--- config.mk ---
export PLATFORM = sky130hd
export DESIGN_NAME = uart_link_top
export DESIGN_NICKNAME = d
export VERILOG_FILES = /design/src/hw/uart_pkg.sv /design/src/hw/baud_tick_gen.sv /design/src/hw/link_ctrl.sv /design/src/hw/uart_link_top.sv /design/src/hw/uart_rx.sv /design/src/hw/uart_tx.sv
export SDC_FILE = /design/constraint.sdc
export NUM_CORES = 1
export LEC_CHECK = 0
export BUFFER_PORTS_ARGS = -buffer_cell sky130_fd_sc_hd__clkbuf_2
export CAP_MARGIN = 10
export CORE_MARGIN = 10
export CORE_UTILIZATION = 60
export CTS_BUF_LIST = sky130_fd_sc_hd__clkbuf_4 sky130_fd_sc_hd__clkbuf_8
export DETAILED_ROUTE_END_ITERATION = 16
export PLACE_DENSITY = 0.79
export SLEW_MARGIN = 15
export SYNTH_ARGS = -nofsm -noshare
export SYNTH_HDL_FRONTEND = slang
export SYNTH_SLANG_ARGS = --single-unit
--- constraint.sdc ---
create_clock -name clk -period 2.43 [get_ports clk]
set_input_delay 0.243 -clock clk [delete_from_list [all_inputs] [get_ports clk]]
set_output_delay 0.243 -clock clk [all_outputs]
set_load 0.01 [all_outputs]
--- src/hw/uart_pkg.sv ---
`default_nettype none

package uart_pkg;

    typedef logic [7:0] data_t;
    typedef logic [10:0] frame_t;
    typedef logic [3:0] bit_cnt_t;
    typedef logic [2:0] sample_cnt_t;
    typedef logic [0:0] wb_addr_t;

    localparam int oversample = 8;   // samples per bit
    localparam int frame_bits = 11;  // start + 8 data + parity + stop
    localparam int max_retries = 3;

    localparam wb_addr_t addr_data = 1'b0;
    localparam wb_addr_t addr_status = 1'b1;

    typedef struct packed {
        logic cyc;
        logic stb;
        logic we;
        wb_addr_t adr;
        data_t dat;
    } wb_req_t;

    typedef struct packed {
        logic ack;
        data_t dat;
    } wb_rsp_t;

    // one-cycle start with the byte to send
    typedef struct packed {
        logic start;
        data_t data;
    } tx_req_t;

    typedef struct packed {
        logic valid;
        data_t data;
        logic parity_ok;
        logic stop_ok;
    } rx_result_t;

    typedef struct packed {
        logic [3:0] zero;
        logic link_failed;
        logic retry_pending;
        logic rx_valid;
        logic tx_busy;
    } status_t;

    typedef enum logic [2:0] {
        rx_idle,
        rx_start,
        rx_data,
        rx_parity,
        rx_stop
    } rx_state_t;

endpackage

`default_nettype wire

--- src/hw/baud_tick_gen.sv ---
`default_nettype none
`timescale 1ns/1ps

module baud_tick_gen #(
    parameter int div = 5
) (
    input  logic clk,
    input  logic reset,
    output logic tick
);

    localparam int cnt_w = (div > 1) ? $clog2(div) : 1;

    logic [cnt_w-1:0] cnt;

    always_ff @(posedge clk or posedge reset)
    begin
        if (reset)
        begin
            cnt  <= '0;
            tick <= 1'b0;
        end
        else if (cnt == cnt_w'(div - 1))
        begin
            cnt  <= '0;
            tick <= 1'b1;  // one pulse per wrap
        end
        else
        begin
            cnt  <= cnt + 1'b1;
            tick <= 1'b0;
        end
    end

endmodule

`default_nettype wire

--- src/hw/link_ctrl.sv ---
`default_nettype none
`timescale 1ns/1ps

module link_ctrl (
    input  logic                   clk,
    input  logic                   reset,
    input  uart_pkg::wb_req_t      wb_req,
    output uart_pkg::wb_rsp_t      wb_rsp,
    input  logic                   tx_busy,
    output uart_pkg::tx_req_t      tx_req,
    input  uart_pkg::rx_result_t   rx_result
);

    localparam int retry_w = $clog2(uart_pkg::max_retries + 1);

    logic                 ack_q;
    uart_pkg::data_t      rsp_dat_q;
    uart_pkg::data_t      last_byte;
    uart_pkg::data_t      rx_byte;
    logic                 rx_valid;
    logic                 retry_pending;
    logic                 start_pending;
    logic                 link_failed;
    logic [retry_w-1:0]   retry_cnt;
    uart_pkg::status_t    status;
    logic                 req_seen;
    logic                 is_read;
    logic                 is_data_wr;
    logic                 tx_free;
    logic                 ack_d;
    logic                 start;
    logic                 rx_good;

    assign req_seen   = wb_req.cyc && wb_req.stb && !ack_q;
    assign is_read    = !wb_req.we;
    assign is_data_wr = wb_req.we && wb_req.adr == uart_pkg::addr_data;
    assign tx_free    = !tx_busy && !retry_pending && !start_pending;
    // data writes wait for the transmitter, everything else answers at once
    assign ack_d      = req_seen && (!is_data_wr || tx_free);

    assign start   = (start_pending || retry_pending) && !tx_busy;
    assign rx_good = rx_result.parity_ok && rx_result.stop_ok;

    assign status = uart_pkg::status_t'{
        zero:          4'b0,
        link_failed:   link_failed,
        retry_pending: retry_pending,
        rx_valid:      rx_valid,
        tx_busy:       tx_busy
    };

    always_ff @(posedge clk or posedge reset)
    begin
        if (reset)
        begin
            ack_q         <= 1'b0;
            rx_valid      <= 1'b0;
            retry_pending <= 1'b0;
            start_pending <= 1'b0;
            link_failed   <= 1'b0;
            retry_cnt     <= '0;
        end
        else
        begin
            ack_q <= ack_d;
            if (start)
            begin
                start_pending <= 1'b0;
                retry_pending <= 1'b0;
            end
            if (ack_d && is_read && wb_req.adr == uart_pkg::addr_data)
            begin
                rx_valid <= 1'b0;  // data read pops the byte
            end
            if (ack_d && is_data_wr)
            begin
                start_pending <= 1'b1;
                link_failed   <= 1'b0;
                retry_cnt     <= '0;
            end
            if (rx_result.valid)
            begin
                if (rx_good)
                begin
                    rx_valid  <= 1'b1;
                    retry_cnt <= '0;
                end
                else if (retry_cnt < retry_w'(uart_pkg::max_retries))
                begin
                    retry_pending <= 1'b1;
                    retry_cnt     <= retry_cnt + 1'b1;
                end
                else
                begin
                    link_failed <= 1'b1;  // give up on this byte
                end
            end
        end
    end

    always_ff @(posedge clk)
    begin
        if (ack_d && is_data_wr)
        begin
            last_byte <= wb_req.dat;
        end
        if (rx_result.valid && rx_good)
        begin
            rx_byte <= rx_result.data;
        end
        if (ack_d && is_read)
        begin
            rsp_dat_q <= (wb_req.adr == uart_pkg::addr_status) ? status : rx_byte;
        end
    end

    assign wb_rsp = uart_pkg::wb_rsp_t'{ack: ack_q, dat: rsp_dat_q};
    assign tx_req = uart_pkg::tx_req_t'{start: start, data: last_byte};

endmodule

`default_nettype wire

--- src/hw/uart_link_top.sv ---
`default_nettype none
`timescale 1ns/1ps

module uart_link_top #(
    parameter int sample_div = 5
) (
    input  logic                clk,
    input  logic                reset,
    input  uart_pkg::wb_req_t   wb_req,
    output uart_pkg::wb_rsp_t   wb_rsp,
    output logic                serial_out,
    input  logic                serial_in
);

    // one bit lasts oversample sample ticks
    localparam int bit_div = sample_div * uart_pkg::oversample;

    logic                   sample_tick;
    logic                   bit_tick;
    logic                   tx_busy;
    uart_pkg::tx_req_t      tx_req;
    uart_pkg::rx_result_t   rx_result;

    baud_tick_gen #(.div(sample_div)) u_sample_tick (
        .clk   (clk),
        .reset (reset),
        .tick  (sample_tick)
    );

    baud_tick_gen #(.div(bit_div)) u_bit_tick (
        .clk   (clk),
        .reset (reset),
        .tick  (bit_tick)
    );

    uart_tx u_tx (
        .clk        (clk),
        .reset      (reset),
        .bit_tick   (bit_tick),
        .req        (tx_req),
        .busy       (tx_busy),
        .serial_out (serial_out)
    );

    uart_rx u_rx (
        .clk         (clk),
        .reset       (reset),
        .sample_tick (sample_tick),
        .serial_in   (serial_in),
        .result      (rx_result)
    );

    link_ctrl u_ctrl (
        .clk       (clk),
        .reset     (reset),
        .wb_req    (wb_req),
        .wb_rsp    (wb_rsp),
        .tx_busy   (tx_busy),
        .tx_req    (tx_req),
        .rx_result (rx_result)
    );

endmodule

`default_nettype wire

--- src/hw/uart_rx.sv ---
`default_nettype none
`timescale 1ns/1ps

module uart_rx (
    input  logic                   clk,
    input  logic                   reset,
    input  logic                   sample_tick,
    input  logic                   serial_in,
    output uart_pkg::rx_result_t   result
);

    // phase of the start bit centre, counted from the first low sample
    localparam uart_pkg::sample_cnt_t centre =
        uart_pkg::sample_cnt_t'(uart_pkg::oversample / 2 - 1);
    localparam uart_pkg::sample_cnt_t last =
        uart_pkg::sample_cnt_t'(uart_pkg::oversample - 1);
    localparam uart_pkg::bit_cnt_t last_data_bit =
        uart_pkg::bit_cnt_t'($bits(uart_pkg::data_t) - 1);

    uart_pkg::rx_state_t   state;
    uart_pkg::sample_cnt_t phase;
    uart_pkg::bit_cnt_t    bit_cnt;
    uart_pkg::data_t       shift_q;
    logic                  valid_q;
    logic                  parity_ok_q;
    logic                  stop_ok_q;
    logic                  at_centre;

    // one full bit after the previous centre
    assign at_centre = sample_tick && (phase == last);

    always_ff @(posedge clk or posedge reset)
    begin
        if (reset)
        begin
            state       <= uart_pkg::rx_idle;
            phase       <= '0;
            bit_cnt     <= '0;
            valid_q     <= 1'b0;
            parity_ok_q <= 1'b0;
            stop_ok_q   <= 1'b0;
        end
        else
        begin
            valid_q <= 1'b0;
            if (sample_tick)
            begin
                case (state)
                    uart_pkg::rx_idle:
                    begin
                        if (!serial_in)
                        begin
                            state <= uart_pkg::rx_start;
                            phase <= '0;
                        end
                    end
                    uart_pkg::rx_start:
                    begin
                        if (phase == centre)
                        begin
                            phase   <= '0;
                            bit_cnt <= '0;
                            // glitch if the line went back high
                            state   <= serial_in ? uart_pkg::rx_idle : uart_pkg::rx_data;
                        end
                        else
                        begin
                            phase <= phase + 1'b1;
                        end
                    end
                    uart_pkg::rx_data:
                    begin
                        phase <= phase + 1'b1;  // wraps at 8
                        if (phase == last)
                        begin
                            bit_cnt <= bit_cnt + 1'b1;
                            if (bit_cnt == last_data_bit)
                            begin
                                state <= uart_pkg::rx_parity;
                            end
                        end
                    end
                    uart_pkg::rx_parity:
                    begin
                        phase <= phase + 1'b1;
                        if (phase == last)
                        begin
                            parity_ok_q <= ^{serial_in, shift_q};  // odd count of ones
                            state       <= uart_pkg::rx_stop;
                        end
                    end
                    uart_pkg::rx_stop:
                    begin
                        phase <= phase + 1'b1;
                        if (phase == last)
                        begin
                            stop_ok_q <= serial_in;
                            valid_q   <= 1'b1;
                            state     <= uart_pkg::rx_idle;
                        end
                    end
                    default:
                    begin
                        state <= uart_pkg::rx_idle;
                    end
                endcase
            end
        end
    end

    // data bits arrive lsb first
    always_ff @(posedge clk)
    begin
        if (at_centre && state == uart_pkg::rx_data)
        begin
            shift_q <= {serial_in, shift_q[7:1]};
        end
    end

    assign result = uart_pkg::rx_result_t'{
        valid:     valid_q,
        data:      shift_q,
        parity_ok: parity_ok_q,
        stop_ok:   stop_ok_q
    };

endmodule

`default_nettype wire

--- src/hw/uart_tx.sv ---
`default_nettype none
`timescale 1ns/1ps

module uart_tx (
    input  logic                clk,
    input  logic                reset,
    input  logic                bit_tick,
    input  uart_pkg::tx_req_t   req,
    output logic                busy,
    output logic                serial_out
);

    uart_pkg::frame_t   shift_q;
    uart_pkg::bit_cnt_t bit_cnt;
    logic               parity;
    logic               load;
    logic               advance;

    assign parity  = ~(^req.data);  // odd parity over the byte
    assign load    = !busy && req.start;
    assign advance = busy && bit_tick;

    // control and line driver
    always_ff @(posedge clk or posedge reset)
    begin
        if (reset)
        begin
            busy       <= 1'b0;
            serial_out <= 1'b1;
            bit_cnt    <= '0;
        end
        else if (load)
        begin
            busy    <= 1'b1;
            bit_cnt <= '0;
        end
        else if (advance)
        begin
            if (bit_cnt == uart_pkg::bit_cnt_t'(uart_pkg::frame_bits))
            begin
                // stop bit has now had its full period
                busy       <= 1'b0;
                serial_out <= 1'b1;
            end
            else
            begin
                serial_out <= shift_q[0];  // lsb first
                bit_cnt    <= bit_cnt + 1'b1;
            end
        end
    end

    // frame is {stop, parity, data, start}
    always_ff @(posedge clk)
    begin
        if (load)
        begin
            shift_q <= {1'b1, parity, req.data, 1'b0};
        end
        else if (advance)
        begin
            shift_q <= {1'b1, shift_q[uart_pkg::frame_bits-1:1]};
        end
    end

endmodule

`default_nettype wire

# Yosys cells after proc, flatten, opt, wreduce, memory -nomap -nowiden
# Index checks and enable logic that the tools add are counted.
# op_classes
eq_ne,17
addsub,6
reduce_logical,41
order_cmp,1
n_bitwise,3
mux,48
# ops
op,count
$mux 3,9
$mux 4,6
$mux 1,22
$mux 10,2
$logic_and 1x1->1,16
$pmux 3 s5,1
$ne 2x1->1 const B,6
$mux 2,5
$eq 3x2->1 const B,3
$eq 3x3->1 const B,3
$pmux 3 s3,1
$reduce_and 3->1,3
$reduce_xor 9->1,1
$add 4x1->4 const B,2
$pmux 4 s2,1
$reduce_bool 2->1,4
$reduce_xor 8->1,1
$reduce_and 7->1,1
$add 3x1->3 const B,2
$add 6x1->6 const B,1
$eq 6x6->1 const B,1
$logic_not 1->1,6
$mux 6,1
$reduce_and 2->1,3
other kinds (12),15
# totals
elab_cells,142
register_bits,79

# Depth between registers and ports, before layout
# Gate-level depths: netlist of run 1.
# logic_depth
ltp_word,10
ltp_mapped,7
depth_no_buf,7

# By module
# Synthesis of run 1 repeated with hierarchy kept, for this count alone.
# unflattened
cells_unflattened,253
area_unflattened_um2,3423.3
# modules_own_cells
mod,cells_each,n_inst,area_each_um2
link_ctrl,67,1,1151.1
uart_rx,91,1,1082.3
uart_tx,59,1,744.5
baud_tick_gen (u_bit_tick),23,1,280.3
baud_tick_gen (u_sample_tick),13,1,165.2

# Worst setup path before layout of run 1
# Ideal clock, no wire load.
# synth_path
path_kind,register to register
startpoint,reg u_rx.phase[0]
endpoint,"reg u_rx.shift_q[0], enable pin"
slack_ns,0.486
n_path_buf,0
t_arrival_ns,1.556
required_ns,2.042
stages_incl_launch_ff,5
setup_time_ns,0.388
period_less_slack_ns,1.944
cell_sequence,dfrtp_1 ha_1 ha_1 inv_1 nor3_1
# synth_via
elab_chain_len,3
# synth_rtl
item,line,rtl
from (decl),uart_rx.sv:21,uart_pkg::sample_cnt_t phase;
from (signal assigned),uart_rx.sv:68,phase <= phase + 1'b1;
from (signal assigned),uart_rx.sv:73,phase <= phase + 1'b1;
from (signal assigned),uart_rx.sv:85,phase <= phase + 1'b1;
$eq 3x3->1,uart_rx.sv:30,assign at_centre = sample_tick && (phase == last);
$logic_and 1x1->1,uart_rx.sv:30,
$logic_and 1x1->1,uart_rx.sv:114,if (at_centre && state == uart_pkg::rx_data)
to (signal assigned),uart_rx.sv:116,"shift_q <= {serial_in, shift_q[7:1]};"
to (decl),uart_rx.sv:23,uart_pkg::data_t shift_q;
# No other way between the ends.
# A chain may end at the register's enable or synchronous reset.

# Final worst setup path of run 1
# layout_path
startpoint,reg u_tx.busy
endpoint,reg u_ctrl.retry_cnt[0]
# layout_via
elab_chain_len,10
# layout_rtl
item,line,rtl
from (decl),uart_tx.sv:9,"output logic busy,"
from (signal assigned),uart_tx.sv:28,busy <= 1'b0;
from (signal assigned),uart_tx.sv:34,busy <= 1'b1;
from (signal assigned),uart_tx.sv:42,busy <= 1'b0;
$logic_not 1->1 (*),link_ctrl.sv:37,assign tx_free = !tx_busy && !retry_pending && !start_pending;
$logic_and 1x1->1 (*) (2 in series),link_ctrl.sv:37,
$logic_or 1x1->1 (*),link_ctrl.sv:39,assign ack_d = req_seen && (!is_data_wr || tx_free);
$logic_and 1x1->1 (*),link_ctrl.sv:39,
$logic_and 1x1->1 (*),link_ctrl.sv:75,if (ack_d && is_data_wr)
$mux 2 (*),link_ctrl.sv:75,
$mux 2,link_ctrl.sv:88,else if (retry_cnt < retry_w'(uart_pkg::max_retries))
$mux 2,link_ctrl.sv:83,if (rx_good)
$mux 2 (*),link_ctrl.sv:81,if (rx_result.valid)
to (signal assigned),link_ctrl.sv:91,retry_cnt <= retry_cnt + 1'b1;
to (decl),link_ctrl.sv:24,logic [retry_w-1:0] retry_cnt;
# Mark *: on every way between the ends. The rest lies on a longest branch, timed or not.

==> flow_metrics.py, run 1 <==
metrics = {
    "status": {
        "outcome": "finished clean",
    },
    "global_route": {
        "grt_antenna_before_repair": 0,
        "grt_overflow": 0,
        "grt_max_degree": 38,
        "first_global_vias": 1966,
        "grt_util_all_layers": 0.129,
        "grt_pass1_wl_um": 9130,
    },
    "synth": {
        "post_synth.cell_area_avg_sq_um": 13.2,
        "syn_area_sq_um": 3430,
        "ys_dominant_reg_cell": "edfxtp_1",
        "synth-edff-count": 41,
        "ys_seq_area_frac": 0.636,
        "synthCells": 260,
        "synth_seq_cells": 79,
        "synth-async-reset-ratio": 0.468,
        "yosysWarnings": 0,
        "synth_top_cell_area_share": 0.359,
        "yosys-top-cells-area": "edfxtp_1 (36%), dfrtp_1 (26%), xnor2_1 (4.1%), ha_1 (3.7%), mux2_2 (3.3%)",
        "synth.distinct_cells": 48,
        "synth_largest_area_cell": "edfxtp_1",
        "synthesis.nets": 285,
    },
    "route": {
        "ant_nets": 0,
        "drtIter0Drc": 48,
        "vias_per_cell": 5.46,
        "num_vias": 2013,
        "drc": 0,
        "wirelength_um": 5360,
        "wl_per_cell_um": 14.5,
        "drtPass1Iterations": 4,
    },
    "placement": {
        "place.gp.congestion": 0.838,
        "place_hpwl_um": 3780,
        "io_buffers": 24,
        "pre_cts_ws_ns": 0.563,
        "place_area_sq_um": 3610,
    },
    "cts": {
        "htreeDepth": 3,
        "post_cts_resized": 0,
        "clk_pin_slew_worst_paths_ns": 0.08,
        "cts_buffers": 9,
        "cts.sinks": 79,
        "cts_buffer_depth": 2,
        "cts_tree": "yes",
        "cts_root_buffer": "clkbuf_8",
        "insertion_delay_ns": 0.34,
    },
    "timing": {
        "worst_pin_slew_ns": 0.767,
        "timing.final.hold_violations": 0,
        "setup-violations-final": 0,
        "period_needed_ns": 1.84,
        "whs_ns": 0.0683,
        "finalSetupTns_ns": 0,
        "min_period_over_period": 0.756,
        "rsz0062_at_grt": "false",
        "skew_ns": 0.00602,
        "fin_ws_ns": 0.594,
        "drv_slew": 0,
        "maxSlewHeadroom": 0.485,
        "max_freq_mhz": 545,
    },
    "worst_setup_path": {
        "cp_data_arrival_time_ns": 2.07,
        "cpMaxStageDelayCell": "dfrtp_1",
        "cp-start-kind": "flip-flop",
        "r2r_setup_slack_ns": 0.59,
        "crit_chain": "or3_4, nor4_4, buf_4, a21oi_1, mux2_2",
        "endpoint_kind": "flip-flop",
        "worst-path-buf-inv": 1,
        "required_ns": 2.66,
        "cp_top_family": "simple AND/OR/NAND/NOR gates",
        "crit_type": "reg2reg",
        "worst-path-max-fanout": 9,
        "slowest_delay_ns": 0.45,
    },
    "layout": {
        "diodes": 0,
        "postLayoutCellArea_sq_um": 3800,
        "area_growth_pct": 10.8,
        "regArea_sq_um": 2180,
        "finalNetCount": 317,
        "fillers": 391,
        "layout-drive-gt1-share": 0.205,
        "multiInputGateArea_sq_um": 1150,
    },
    "power_and_ir_drop": {
        "p_sw_mw": 0.582,
        "total_power_mw": 2.48,
        "peakVddDrop_uv": 369,
        "pwr-share-comb": 0.056,
        "intPower_mw": 1.90,
        "power.leakage_nw": 1.54,
        "switching_share": 0.234,
        "p_clk_frac": 0.340,
        "pwr-share-seq": 0.604,
        "p_per_area_nw_per_um2": 653,
    },
    "floorplan": {
        "dieArea_sq_um": 9130,
        "start_util": 0.619,
        "fp-row-count": 27,
        "die_y_um": 95.6,
        "io_pins": 25,
        "core_sq_um": 5540,
        "fp.dieW_um": 95.6,
    },
    "min_path": {
        "hold_class": "in2reg",
    },
    "run": {
        "drv_cap": 0,
    },
}
state kept, by name, summed over array words and instances (netlist names), 4 cells and up:
| signal | flops |
|---|---|
| u_tx.shift_q | 10 |
| u_tx.bit_cnt | 4 |
| u_rx.bit_cnt | 4 |
| u_ctrl.rx_byte | 8 |
| u_ctrl.last_byte | 8 |
| u_rx.shift_q | 8 |
| u_bit_tick.cnt | 6 |
| u_ctrl.rsp_dat_q | 8 |
layout make-up:
| type | instances | area share |
|---|---|---|
| multi-input cells | 160 | 0.302 |
| clock buffers | 9 | 0.0326 |
| repair buffers | 29 | 0.0422 |
| well taps | 72 | 0.0237 |
| clock inverters | 7 | 0.0132 |
| inverters | 13 | 0.0128 |
| flip-flops and latches | 79 | 0.573 |
worst reg2reg max path: cells and delay by family, from the launching register on:
| family | cells | cell delay [ns] |
|---|---|---|
| buf+inv | 1 | 0.23 |
| simple gates | 2 | 0.73 |
| flops | 1 | 0.45 |
| compound gates | 1 | 0.07 |
| mux | 1 | 0.26 |
layer usage:
layer  track usage  routed length (um)
met5             0                   0
met4        0.0749                 120
met3        0.0322                 273
met2         0.194                2570
met1         0.165                2400
worst paths after layout:
check                                        startpoint                        endpoint  cells past startpoint
setup / recovery                  u_tx.busy$_DFFE_PP0P_   u_ctrl.retry_cnt[0]$_DFF_PP0_                      5
hold reg to reg            u_tx.shift_q[0]$_SDFFE_PP0P_     u_tx.serial_out$_DFFE_PP1P_                      1
hold / removal                                wb_req[5]   u_ctrl.last_byte[5]$_DFFE_PP_                      1
min in group asynchronous                         reset  u_sample_tick.cnt[1]$_DFF_PP0_                      4
setup reg to reg                  u_tx.busy$_DFFE_PP0P_   u_ctrl.retry_cnt[0]$_DFF_PP0_                      5
max in group asynchronous                         reset     u_tx.serial_out$_DFFE_PP1P_                      4
kinds of logic after synthesis:
| kind of cell | after synthesis | share of synthesized area |
|---|---|---|
| AOI/OAI and AO/OA | 43 | 0.0876 |
| xor gates and xnor gates | 21 | 0.0537 |
| adders and majority gates | 10 | 0.0365 |
| buffers and inverters | 21 | 0.0296 |
| DFF | 79 | 0.636 |
| muxes | 13 | 0.0424 |
| and+or+nand+nor | 73 | 0.115 |
synthesized netlist by cell type, types with 3 or more instances:
cell and n:
a21oi_1 5, nand2_1 19, mux2_2 10, nand3b_1 3, edfxtp_1 41, nand3_1 7
nor2b_1 5, ha_1 10, o21ai_0 10, buf_4 4, nor2_1 20, inv_1 13
xor2_1 5, dfrtp_1 36, xnor2_1 16, a22o_1 12, nor3_1 3
power groups by stage:
stage,Combinational [mW],Sequential (mW),Clock [mW]
final,0.138,1.50,0.843
after global routing,0.158,1.51,0.924
after CTS,0.143,1.50,0.866
after detailed placement,0.140,1.53,0
after global placement,0.134,1.53,0
after floorplan,0.0902,1.53,0
cells in the final DEF, fill, tap and decap left out, drive strengths merged, types with 3 or more instances in the layout:
cell type / netlist / routed
nand2: 19 / 19
buf: 6 / 4
clkbuf: 2 / 33
xor2: 5 / 5
a21oi: 5 / 5
o21ai: 12 / 12
ha: 10 / 10
nor2b: 5 / 5
xnor2: 16 / 16
edfxtp: 41 / 41
a22o: 12 / 12
dfrtp: 36 / 36
mux2: 12 / 12
or3: 3 / 3
nor2: 20 / 20
nor3: 4 / 4
nand3b: 3 / 3
nand3: 7 / 7
clkinv: 0 / 5
inv: 13 / 13
metrics by stage:
step / std cells / utilization
after global placement: 352 / 0.652
final: 369 / 0.686
after floorplan: 260 / -
after CTS: 369 / 0.686
after detailed placement: 352 / 0.652
after global routing: 369 / 0.686
timing repair:
item,4_1_cts,5_1_grt
setup buffers,0,0
hold buffers,1,0
setup endpoints to repair,0,0
endpoints found under the hold margin,5,0
(Power assumes the default switching activity.)
==> run 2, diff against run 1 <==
--- a/config.mk
+++ b/config.mk
@@ -5,6 +5,7 @@
 export SDC_FILE = /design/constraint.sdc
 export NUM_CORES = 1
 export LEC_CHECK = 0
+export ABC_AREA = 1
 export BUFFER_PORTS_ARGS = -buffer_cell sky130_fd_sc_hd__clkbuf_2
 export CAP_MARGIN = 10
 export CORE_MARGIN = 10
==> constraint.sdc (replaced) <==
create_clock -name clk -period 1.9 [get_ports clk]
set_input_delay 0.19 -clock clk [delete_from_list [all_inputs] [get_ports clk]]
set_output_delay 0.19 -clock clk [all_outputs]
set_load 0.01 [all_outputs]
==> run 2 against run 1 <==
- largest cell class unchanged
- highest routed layer unchanged
- global-route usage is 0.76 points higher
- critical endpoint is now u_tx.shift_q[2]$_DFFE_PP_
- cell count is 21% higher
- hold slack worse by 0.053 ns
==> flow_metrics.py, run 2 <==
metrics = {
    "floorplan": {
        "io_pins": 25,
        "dieArea_sq_um": 9240,
        "fp.dieW_um": 96.1,
        "die_y_um": 96.1,
        "fp-row-count": 27,
        "start_util": 0.624,
        "core_sq_um": 5570,
    },
    "synth": {
        "synth_common_cells": "nand2_1 (78), inv_1 (46), edfxtp_1 (41)",
        "ys_dominant_reg_cell": "edfxtp_1",
        "ys_seq_area_frac": 0.626,
        "synth_top_cell_area_share": 0.354,
        "synthesis.nets": 359,
        "syn_area_sq_um": 3480,
        "synthCells": 334,
        "synth-async-reset-ratio": 0.468,
        "synth_most_common_cell": "nand2_1",
        "post_synth.cell_area_avg_sq_um": 10.4,
        "yosys-top-cells-area": "edfxtp_1 (35%), dfrtp_1 (26%), nand2_1 (8.4%), inv_1 (5.0%), ha_1 (3.6%)",
        "synth_largest_area_cell": "edfxtp_1",
        "synth.distinct_cells": 33,
        "synth-edff-count": 41,
        "yosysWarnings": 0,
        "synth_seq_cells": 79,
    },
    "worst_setup_path": {
        "cpMaxStageDelayCell": "dfrtp_1",
        "cp_common_cell": "inv_1",
        "crit_type": "reg2reg",
        "crit_chain": "inv_1, nand2_1, inv_1, nor2_1, inv_1",
        "worst-path-buf-inv": 3,
        "r2r_setup_slack_ns": 0.28,
        "reg2reg_depth": 5,
        "cp-start-kind": "flip-flop",
        "crit_cells": 5,
        "cp_data_arrival_time_ns": 1.64,
        "r2r_end": "u_tx.shift_q[2]$_DFFE_PP_",
        "slowest_delay_ns": 0.39,
        "cp_top_family": "buffers and inverters",
        "endpoint_kind": "flip-flop",
        "rr_startpoint": "u_tx.busy$_DFFE_PP0P_",
        "worst-path-max-fanout": 14,
        "required_ns": 1.92,
    },
    "global_route": {
        "grt_overflow": 0,
        "grt_pass1_wl_um": 9690,
        "grt_util_all_layers": 0.136,
        "grt_max_degree": 38,
        "grt_antenna_before_repair": 0,
        "first_global_vias": 2225,
    },
    "power_and_ir_drop": {
        "pwr-share-comb": 0.106,
        "pwr-share-seq": 0.566,
        "power.leakage_nw": 1.78,
        "p_per_area_nw_per_um2": 872,
        "switching_share": 0.260,
        "total_power_mw": 3.38,
        "p_clk_frac": 0.328,
        "intPower_mw": 2.50,
        "peakVddDrop_uv": 525,
        "p_sw_mw": 0.881,
    },
    "layout": {
        "final_common_cell": "nand2_1",
        "fillers": 400,
        "layout.cells.non_filler": 447,
        "layout_common_cells": "nand2_1 (78), inv_1 (46), edfxtp_1 (41)",
        "area_growth_pct": 11.6,
        "diodes": 0,
        "largest_reg_flops": 10,
        "regMostFlops": "u_tx.shift_q",
        "postLayoutCellArea_sq_um": 3880,
        "utilization": 0.697,
        "layout-drive-gt1-share": 0.144,
        "finalNetCount": 395,
    },
    "status": {
        "outcome": "finished clean",
    },
    "placement": {
        "place.gp.congestion": 0.809,
        "place_area_sq_um": 3690,
        "pre_cts_ws_ns": 0.358,
        "place_hpwl_um": 4330,
        "dp_cells": 430,
        "io_buffers": 24,
    },
    "cts": {
        "cts_buffer_depth": 2,
        "htreeDepth": 3,
        "clk_pin_slew_worst_paths_ns": 0.08,
        "ctsHoldBuffers": 1,
        "post_cts_resized": 0,
        "cts.sinks": 79,
        "cts_tree": "yes",
        "cts_setup_buffers": 0,
        "cts_buffers": 9,
        "insertion_delay_ns": 0.34,
        "cts_root_buffer": "clkbuf_8",
    },
    "timing": {
        "drv_slew": 0,
        "finalSetupTns_ns": 0,
        "maxSlewHeadroom": 0.603,
        "period_needed_ns": 1.62,
        "rsz0062_at_grt": "false",
        "skew_ns": 0.00952,
        "max_freq_mhz": 617,
        "whs_ns": 0.0149,
        "min_period_over_period": 0.853,
        "fin_ws_ns": 0.280,
        "timing.final.hold_violations": 0,
        "setup-violations-final": 0,
        "worst_pin_slew_ns": 0.593,
    },
    "min_path": {
        "hold_class": "in2reg",
        "holdPathEnd": "u_ctrl.last_byte[4]$_DFFE_PP_",
        "min_delay_path_depth": 1,
        "worstHoldStart": "wb_req[4]",
    },
    "run": {
        "drv_cap": 0,
    },
    "route": {
        "ant_nets": 0,
        "wirelength_um": 5790,
        "drc": 0,
        "drtPass1Iterations": 4,
        "vias_per_cell": 5.23,
        "drtIter0Drc": 95,
        "num_vias": 2339,
        "wl_per_cell_um": 13.0,
    },
}
## run 2: cell count changes after synthesis, sizes merged, moves of 4 or more
cell   delta
nor2     +15
nand3    +14
inv      +35
nor2b     -5
a22o      -4
mux2     -12
nand2    +61
xnor2     -8
## run 2: worst max-delay path by stage
| stage | to | start | slack [ns] |
|---|---|---|---|
| after floorplan | u_rx.shift_q[0]$_DFFE_PP_ | u_rx.phase[0]$_DFFE_PP0P_ | 0.31 |
| after global placement | u_tx.shift_q[6]$_DFFE_PP_ | u_tx.busy$_DFFE_PP0P_ | 0.41 |
| after detailed placement | u_tx.shift_q[6]$_DFFE_PP_ | u_tx.busy$_DFFE_PP0P_ | 0.36 |
| after CTS | u_ctrl.last_byte[5]$_DFFE_PP_ | u_tx.busy$_DFFE_PP0P_ | 0.29 |
| after global routing | u_tx.shift_q[4]$_DFFE_PP_ | u_tx.busy$_DFFE_PP0P_ | 0.12 |
| final | u_tx.shift_q[2]$_DFFE_PP_ | u_tx.busy$_DFFE_PP0P_ | 0.28 |
## run 2: cell families after synthesis
group,synth area share
buf+inv,0.0568
flops,0.626
xor+xnor,0.0378
simple gates,0.181
compound gates,0.0622
fa+ha+maj,0.0360
## run 2: final cells by class
| type | instances | area [sq um] | area share |
|---|---|---|---|
| flip-flops and latches | 79 | 2180 | 0.561 |
| multi-input cells | 204 | 1100 | 0.284 |
| inverters | 48 | 180 | 0.0464 |
| repair buffers | 28 | 153 | 0.0393 |
| clock buffers | 11 | 145 | 0.0374 |
| well taps | 72 | 90.1 | 0.0232 |
| clock inverters | 5 | 33.8 | 0.00870 |
## run 2: power groups by stage
stage	combinational, mW	sequential [mW]	clock [mW]
finish	0.357	1.92	1.11
global route	0.418	1.92	1.21
CTS	0.362	1.91	1.13
detailed placement	0.358	1.95	0
global placement	0.349	1.95	0
floorplan	0.277	1.94	0
## run 2: layer usage
| metal | up-vias | track usage | share of wire |
|---|---|---|---|
| met2 | 48 | 0.228 | 0.49 |
| met3 | 12 | 0.0366 | 0.052 |
| met5 | - | 0 | 0 |
| met4 | 0 | 0.0713 | 0.018 |
| met1 | 1118 | 0.157 | 0.43 |
| li1 | 1161 | - | - |
==> run 3, diff against run 2 <==
--- a/config.mk
+++ b/config.mk
@@ -16,4 +16,5 @@
 export SLEW_MARGIN = 15
 export SYNTH_ARGS = -nofsm -noshare
 export SYNTH_HDL_FRONTEND = slang
+export SYNTH_HIERARCHICAL = 1
 export SYNTH_SLANG_ARGS = --single-unit
==> run 3 against run 2 <==
- fmax increased by 2.7%
- wire length increased by 14%
- sequential power about the same
- critical path type unchanged
- largest cell class unchanged
==> flow_metrics.py, run 3 <==
metrics = {
    "status": {
        "outcome": "finished clean",
    },
    "worst_setup_path": {
        "crit_path_start": "u_tx/busy$_DFFE_PP0P_",
        "cp-start-kind": "flip-flop",
        "slowest_delay_ns": 0.45,
        "cp_data_arrival_time_ns": 1.59,
        "worst-path-max-fanout": 10,
        "cp_top_family": "simple AND/OR/NAND/NOR gates",
        "reg2reg_depth": 5,
        "rr_startpoint": "u_tx/busy$_DFFE_PP0P_",
        "cp_common_cell": "inv_1",
        "crit_chain": "a21oi_1, inv_1, nor2_2, inv_1, nand2_1",
        "r2r_end": "u_tx/shift_q[5]$_DFFE_PP_",
        "required_ns": 1.91,
        "endpoint_kind": "flip-flop",
        "r2r_setup_slack_ns": 0.32,
        "worst-path-buf-inv": 2,
        "crit_type": "reg2reg",
        "cpMaxStageDelayCell": "dfrtp_1",
    },
    "route": {
        "vias_per_cell": 5.12,
        "ant_nets": 0,
        "drtIter0Drc": 138,
        "wl_per_cell_um": 13.0,
        "drtPass1Iterations": 5,
        "drc": 0,
        "num_vias": 2602,
        "wirelength_um": 6600,
    },
    "min_path": {
        "min_delay_path_depth": 1,
        "holdPathEnd": "u_ctrl/last_byte[0]$_DFFE_PP_",
        "hold_class": "in2reg",
        "worstHoldStart": "wb_req[0]",
    },
    "timing": {
        "finalSetupTns_ns": 0,
        "skew_ns": 0.0100,
        "timing.final.hold_violations": 0,
        "max_freq_mhz": 634,
        "rsz0062_at_grt": "false",
        "setup-violations-final": 0,
        "worst_pin_slew_ns": 0.643,
        "drv_slew": 0,
        "min_period_over_period": 0.830,
        "period_needed_ns": 1.58,
        "whs_ns": 0.0271,
        "maxSlewHeadroom": 0.569,
    },
    "layout": {
        "largest_reg_flops": 10,
        "area_growth_pct": 10.8,
        "diodes": 0,
        "finalNetCount": 452,
        "layout-drive-gt1-share": 0.169,
        "layout_common_cells": "nand2_1 (105), inv_1 (59), edfxtp_1 (41)",
        "regArea_sq_um": 2180,
        "regMostFlops": "u_tx/shift_q",
        "utilization": 0.693,
        "final_common_cell": "nand2_1",
        "multiInputGateArea_sq_um": 1270,
        "fillers": 444,
    },
    "synth": {
        "synth_largest_area_cell": "edfxtp_1",
        "yosysWarnings": 6,
        "synth-async-reset-ratio": 0.468,
        "synth.distinct_cells": 35,
        "synth_seq_cells": 79,
        "syn_area_sq_um": 3750,
        "synth_top_cell_area_share": 0.329,
        "synth_most_common_cell": "nand2_1",
        "ys_seq_area_frac": 0.581,
        "synth-edff-count": 41,
        "post_synth.cell_area_avg_sq_um": 9.44,
        "ys_dominant_reg_cell": "edfxtp_1",
        "synth_common_cells": "nand2_1 (105), inv_1 (59), edfxtp_1 (41)",
        "synthesis.nets": 421,
        "yosys-top-cells-area": "edfxtp_1 (33%), dfrtp_1 (24%), nand2_1 (11%), inv_1 (5.9%), nand3_1 (3.6%)",
        "synthCells": 397,
    },
    "power_and_ir_drop": {
        "power.leakage_nw": 1.98,
        "total_power_mw": 3.63,
        "p_per_area_nw_per_um2": 876,
        "peakVddDrop_uv": 657,
    },
    "cts": {
        "cts_setup_buffers": 0,
        "insertion_delay_ns": 0.35,
        "cts_buffer_depth": 2,
        "cts_root_buffer": "clkbuf_8",
        "cts.sinks": 79,
        "cts_buffers": 9,
        "clk_pin_slew_worst_paths_ns": 0.08,
        "cts_tree": "yes",
        "htreeDepth": 3,
    },
    "floorplan": {
        "die_y_um": 99.0,
        "fp.dieW_um": 99.0,
        "fp-row-count": 28,
        "core_sq_um": 5990,
        "dieArea_sq_um": 9800,
        "start_util": 0.625,
        "io_pins": 25,
    },
    "global_route": {
        "first_global_vias": 2603,
        "grt_antenna_before_repair": 0,
        "grt_overflow": 0,
        "grt_pass1_wl_um": 11400,
        "grt_max_degree": 14,
        "grt_util_all_layers": 0.143,
    },
    "run": {
        "drv_cap": 0,
    },
    "placement": {
        "place_hpwl_um": 5000,
        "io_buffers": 24,
        "place.gp.congestion": 0.891,
    },
}
==> run 3: final cells by class <==
cell class | count | share of cell area
clock buffer | 11 | 0.0335
clock inverter | 5 | 0.0196
inverter | 65 | 0.0588
multi-input combinational | 246 | 0.305
sequential | 79 | 0.525
tap | 75 | 0.0226
timing repair buffer | 27 | 0.0350
==> run 3: worst register-to-register path: cells and delay by family, from the launching register on <==
family,cells,cell delay [ns]
AO/OA/AOI/OAI,1,0.18
buffers and inverters,2,0.15
AND/OR/NAND/NOR,2,0.47
flip-flops,1,0.45
==> run 3: report_power, final <==
group / internal [mW] / switching [mW] / total, mW
logic: 0.128 / 0.245 / 0.373
clock network: 0.772 / 0.580 / 1.35
registers: 1.85 / 0.0604 / 1.91
total: 2.75 / 0.885 / 3.63
==> run 3: through the flow <==
step                setup WS, ns  instance area (sq um)  instances
CTS                        0.326                   4150        508
global placement           0.369                   3920        491
global route               0.172                   4150        508
detailed placement         0.326                   3920        491
floorplan                  0.325                   3750        397
finish                     0.322                   4150        508
==> run 3: logic make-up after synthesis <==
group	Yosys count	share of synthesized area
compound gates	38	0.0564
xor+xnor	10	0.0234
fa+ha+maj	9	0.0301
buf+inv	72	0.0802
flops	79	0.581
simple gates	189	0.228
==> run 3: how the worst max path moves through the flow <==
stage	to	slack, ns	depth (start not counted)
after floorplan	u_rx/shift_q[0]$_DFFE_PP_	0.33	5
after global placement	u_tx/shift_q[2]$_DFFE_PP_	0.37	5
after detailed placement	u_tx/shift_q[3]$_DFFE_PP_	0.33	5
after CTS	u_tx/shift_q[3]$_DFFE_PP_	0.33	5
after global routing	u_tx/shift_q[5]$_DFFE_PP_	0.17	5
final	u_tx/shift_q[5]$_DFFE_PP_	0.32	5
==> run 3: metal layers <==
layer	share of wire	global-route usage	up-vias
li1	-	-	1327
met1	0.44	0.162	1208
met2	0.50	0.244	60
met3	0.057	0.0538	7
met4	0.011	0.0397	0
met5	0	0	-
==> run 3: repair_timing <==
| item | 4_1_cts | 5_1_grt |
|---|---|---|
| hold buffers | 1 | 0 |
| hold endpoints to repair | 36 | 0 |
| endpoints found under the setup margin | 0 | 0 |
| resized for setup | 0 | 0 |
